**src/hdl/rv_pkg.sv**
```systemverilog
`default_nettype none

package rv_pkg;

    // Datapath and address widths
    localparam int XLEN = 64;
    localparam int ALEN = 64;

    typedef logic [XLEN-1:0] xlen_t;     // Register data and results
    typedef logic [ALEN-1:0] addr_t;     // Instruction address
    typedef logic [31:0]     instr_t;    // Raw instruction word
    typedef logic [4:0]      reg_idx_t;  // Register index
    typedef logic [4:0]      opcode_t;   // Instruction bits 6 to 2
    typedef logic [3:0]      trap_cause_t;

    // Major opcodes, bits 6 to 2 of the instruction
    localparam opcode_t OPC_LUI       = 5'b01101;
    localparam opcode_t OPC_AUIPC     = 5'b00101;
    localparam opcode_t OPC_OP_IMM    = 5'b00100;
    localparam opcode_t OPC_OP_IMM_32 = 5'b00110;
    localparam opcode_t OPC_OP        = 5'b01100;
    localparam opcode_t OPC_OP_32     = 5'b01110;

    // Exception cause codes
    localparam trap_cause_t EXC_ILLEGAL_INSTR = 4'd2;

endpackage

`default_nettype wire
```
**src/hdl/int_decode.sv**
```systemverilog
`timescale 1ns/1ps
`default_nettype none

module int_decode (
    input  wire                     clk,
    input  wire                     rst,

    input  wire                     i_valid,
    input  wire  rv_pkg::instr_t    i_instr,
    input  wire  rv_pkg::addr_t     i_pc,

    // Register file read side
    output rv_pkg::reg_idx_t        o_rs1_addr,
    output rv_pkg::reg_idx_t        o_rs2_addr,
    input  wire  rv_pkg::xlen_t     i_rs1_data,
    input  wire  rv_pkg::xlen_t     i_rs2_data,

    // Decode stage outputs
    output logic                    o_valid,
    output rv_pkg::addr_t           o_pc,
    output rv_pkg::opcode_t         o_opcode,
    output logic [2:0]              o_funct3,
    output rv_pkg::reg_idx_t        o_rd,
    output rv_pkg::xlen_t           o_rs1_data,
    output rv_pkg::xlen_t           o_rs2_data,
    output logic [31:20]            o_i_imm,
    output logic [31:12]            o_u_imm
);

    // Source register fields go straight to the register file
    assign o_rs1_addr = i_instr[19:15];
    assign o_rs2_addr = i_instr[24:20];

    always_ff @(posedge clk) begin
        if (rst) begin
            o_valid <= 1'b0;
        end else begin
            o_valid <= i_valid;
        end
    end

    always_ff @(posedge clk) begin
        o_pc       <= i_pc;
        o_funct3   <= i_instr[14:12];
        o_rd       <= i_instr[11:7];
        o_rs1_data <= i_rs1_data;  // Already includes write-through
        o_rs2_data <= i_rs2_data;
        o_i_imm    <= i_instr[31:20];
        o_u_imm    <= i_instr[31:12];

        // Non-32-bit encodings get an opcode that no case decodes
        if (i_instr[1:0] == 2'b11) begin
            o_opcode <= i_instr[6:2];
        end else begin
            o_opcode <= 5'b11111;
        end
    end

endmodule

`default_nettype wire

```
**config.mk**
```make
export PLATFORM = sky130hd
export DESIGN_NAME = int_decode
export DESIGN_NICKNAME = d
export VERILOG_FILES = /design/src/hdl/rv_pkg.sv /design/src/hdl/int_decode.sv
export SDC_FILE = /design/constraint.sdc
export NUM_CORES = 1
export LEC_CHECK = 0
export BUFFER_PORTS_ARGS = -buffer_cell sky130_fd_sc_hd__buf_2
export CORE_AREA = 2 2 187 189
export DETAILED_ROUTE_END_ITERATION = 12
export DIE_AREA = 0 0 189 191
export PLACE_DENSITY = 0.4
export SETUP_SLACK_MARGIN = 0.4
export SLEW_MARGIN = 20
export SYNTH_ARGS = -nofsm -noshare
export SYNTH_HDL_FRONTEND = slang
export SYNTH_SLANG_ARGS = --single-unit
export TNS_END_PERCENT = 10
```
**constraint.sdc**
```tcl
create_clock -name clk -period 0.8 [get_ports clk]
set_input_delay 0.16 -clock clk [delete_from_list [all_inputs] [get_ports clk]]
set_output_delay 0.16 -clock clk [all_outputs]
set_load 0.01 [all_outputs]
```
After elaboration in Yosys (flattened, before gate mapping)
Index checks and enable logic that the tools add are counted.

storage, ports and cells
  input bits = 227
  register bits after elaboration = 238
  word-level logic and storage cells = 10
  output and inout bits = 248

cells by class
  equal/unequal tests = 1

operators with widths
  kind                  number
  $eq A2 B2 Y1 const B  1

Longest topological paths before layout
  depth in word-level cells = 1
  gate-level depth with buffers = 1
  depth with buffers taken out = 1

Least setup slack after synthesis
OpenSTA, ideal clock, no wires.

  path kind = register -> output
  from = register o_u_imm[12] (netlist bit)
  to = output port o_u_imm[12] (netlist bit)
  arrival = 485 ps
  stages on the path, launching flop included = 2
  setup slack = 155 ps
  path buffers = 1
  required time = 640 ps
  cell sequence = dfxtp_1 buf_4

RTL lines
  item                    RTL line          RTL
  from (decl)             int_decode.sv:27  output logic [31:12] o_u_imm
  from (signal assigned)  int_decode.sv:49  o_u_imm <= i_instr[31:12];

No word-level cell between the ends.

==> results.json <==
{
  "synth.area.top_cells": "sky130_fd_sc_hd__dfxtp_1, sky130_fd_sc_hd__buf_4, sky130_fd_sc_hd__nand3b_1",
  "cts-htree-levels": 1,
  "ctsHoldBuffers": 217,
  "place.port_buffers": 474,
  "place.detailed.hpwl_um": 12400,
  "synth_cell_type_count": 4,
  "slew_of_the_pin_with_the_lowest_slew_margin_ns": 0.153,
  "violations": "hold timing, setup timing",
  "drt-initial-drc-count": 48,
  "num_rows": 68,
  "power.share.switching_pct": 21.0,
  "synth-seq-area-share_pct": 95.1,
  "postLayoutCoreUtil_pct": 34.0,
  "routed_wl_um": 19000,
  "cellLeakagePower_nw": 5.66,
  "pwr-share-clk_pct": 43.9,
  "multi_input_comb_area_um2": 43.8,
  "synth_largest_area_cell": "sky130_fd_sc_hd__dfxtp_1",
  "cts_setup_buffers": 0,
  "maxSlewHeadroom_pct": 89.8,
  "die_outline_area_um2": 36100,
  "fmax_mhz": 856,
  "critical_path.max_stage_delay_ns": 0.38,
  "detailedPlace.worstSlack_ns": 0.163,
  "flow.area_growth_from_synthesis_pct": 147,
  "post-route-min-period_ns": 1.17,
  "detailroute.via_count": 4443,
  "p_seq_share_pct": 45.0,
  "slew_viol_final": 0,
  "critical_path.startpoint": "o_u_imm[22]",
  "synthesis.area_per_instance_um2": 18.5,
  "post_route_worst_hold_slack_ns": -0.216,
  "finalInstanceArea_um2": 11600,
  "die_h_um": 191,
  "nFillCells": 3291,
  "start_util_pct": 13.8,
  "busiest_layer": "met2",
  "worst_slack_ns": -0.368,
  "drt_pre_antenna_iters": 4,
  "power.internal_mw": 21.1,
  "path_delay_family": "flip-flops",
  "via_per_inst": 3.13,
  "regArea_um2": 4610,
  "gp_congestion": 0.746,
  "critical_path_cell_count": 1,
  "globalRouteTotalUtil_pct": 9.38,
  "ioPinCount": 475,
  "final_cycle_share_pct": 146,
  "crit_buf_inv": 1,
  "startpoint_types": "register",
  "detail_route.drc_violations": 0,
  "grt_max_degree": 13,
  "detail_route.wl_per_cell_um": 13.4,
  "fp.dieW_um": 189,
  "crit_required_ns": 0.64,
  "tritoncts": "done",
  "final_hold_viol_count": 36,
  "rsz0062_at_grt": "yes",
  "core_region_area_um2": 34100,
  "stdcell_count": 1418,
  "met3_global_route_usage_pct": 3.34,
  "critical_path_class": "register to output port",
  "setup-violations-final": 238,
  "groute.layer.met1.usage_pct": 9.05,
  "status": "complete, but fails checks",
  "hold_path_class": "input port to register",
  "top_cell_type_s_share_of_synthesized_area_pct": 95.1,
  "grt-ovfl-total": 0,
  "mappedNetlistNets": 481,
  "drv_cap": 0,
  "met2_track_utilization_from_global_routing_pct": 17.5,
  "synthesized_area_um2": 4700,
  "numCtsBuffers": 25,
  "tritoncts_num_sinks": 223,
  "power.density_cell_area_nw_per_um2": 2300,
  "ys_ff_latch": 223,
  "first_pass_grt_wire_length_um": 26000,
  "final_antenna_net_count": 0,
  "worstPathCellList": "buf_6",
  "drive_gt1_share_pct": 65.2,
  "worstSetupEndpointType": "output port",
  "largest_voltage_drop_on_the_vdd_net_mv": 1.51,
  "synthesis.instances": 254,
  "comb_power_share_pct": 11.1,
  "ys_warns": 0,
  "worst-endpoint-arrival_ns": 1.01,
  "worst_setup_hold_path_clk_slew_ns": 0.06,
  "number_of_antenna_violations_at_the_first_check_in_global_routing": 0,
  "path_max_fanout": 2,
  "endpoint": "o_i_imm[22]",
  "placedCellCount": 1158,
  "clockBufferDepth": 3,
  "fin_nets": 1174,
  "crit_path_top_delay_cell": "sky130_fd_sc_hd__dfxtp_4",
  "first_global_vias": 4814,
  "insertedDiodeCount": 0,
  "root_buffer": "sky130_fd_sc_hd__clkbuf_16",
  "post_place_cell_area_um2": 7470,
  "switchingPower_mw": 5.58
}
-- repair_timing --
action	CTS	global route
gates resized for setup	102	187
pin swaps	0	0
setup endpoints to repair	248	278
endpoints found under the hold margin	223	37
-- through the flow --
step	total power [mW]	TNS, ns
floorplan	12.6	0
global placement	13.7	0
detailed placement	13.7	0
CTS	26.7	-81.79
global route	27.7	-82.97
finish	26.6	-72.66
-- metal layers --
metal / wire (um) / part of all wire [%]
met1: 6180 / 33
met2: 10200 / 54
met3: 1930 / 10
met4: 660 / 3.5
met5: 0 / 0
-- power groups by stage --
stage / combinational (mW) / sequential, mW / clock [mW]
finish: 2.96 / 12.0 / 11.7
global route: 3.14 / 12.0 / 12.6
CTS: 2.68 / 11.9 / 12.1
detailed placement: 1.64 / 12.1 / 0
global placement: 1.65 / 12.1 / 0
floorplan: 0.160 / 12.4 / 0
-- cell families (layout without fill, tap and decap cells) --
group / Yosys count / after routing / synth area share [%]
flip-flops: 223 / 223 / 95.1
buffers and inverters: 25 / 734 / 4.00
AND/OR/NAND/NOR: 6 / 6 / 0.933
-- final cells by class --
type | instances | area share (%)
Clock buffer | 38 | 6.41
Clock inverter | 5 | 0.895
Multi-Input combinational cell | 6 | 0.377
Sequential cell | 223 | 39.7
Tap cell | 455 | 4.90
Timing Repair Buffer | 691 | 47.7
-- state kept, by name, summed over array words and instances, names as in the netlist --
signal / count
o_opcode: 5
o_rs2_data: 64
o_u_imm: 19
o_rs1_data: 64
o_valid: 1
o_i_imm: 1
o_rd: 5
o_pc: 64
-- Yosys cell counts, drive strengths merged --
master / count
nand3b: 5
buf: 25
dfxtp: 223
nor2b: 1
-- cells in the final DEF, fill, tap and decap left out --
master                           count
sky130_fd_sc_hd__nand3b_1            5
sky130_fd_sc_hd__clkbuf_1            6
sky130_fd_sc_hd__dlygate4sd3_1     186
sky130_fd_sc_hd__buf_2             330
sky130_fd_sc_hd__dfxtp_2           116
sky130_fd_sc_hd__clkinv_4            1
sky130_fd_sc_hd__bufinv_16           3
sky130_fd_sc_hd__clkbuf_8            7
sky130_fd_sc_hd__dfxtp_4             1
sky130_fd_sc_hd__clkbuf_16          25
sky130_fd_sc_hd__buf_6             141
sky130_fd_sc_hd__nor2b_1             1
sky130_fd_sc_hd__dfxtp_1           106
sky130_fd_sc_hd__buf_8               3
sky130_fd_sc_hd__dlymetal6s4s_1     31
sky130_fd_sc_hd__clkinv_2            1
-- worst min path at each step --
stage                               from              to  cells after the start
after floorplan                  i_pc[0]         o_pc[0]                      0
after global placement       i_instr[13]     o_u_imm[13]                      1
after detailed placement  i_rs2_data[24]  o_rs2_data[24]                      1
after CTS                            rst         o_valid                      2
after global routing                 rst         o_valid                      2
final                                rst         o_valid                      2
Note: power is estimated with default switching activity, not from simulation.
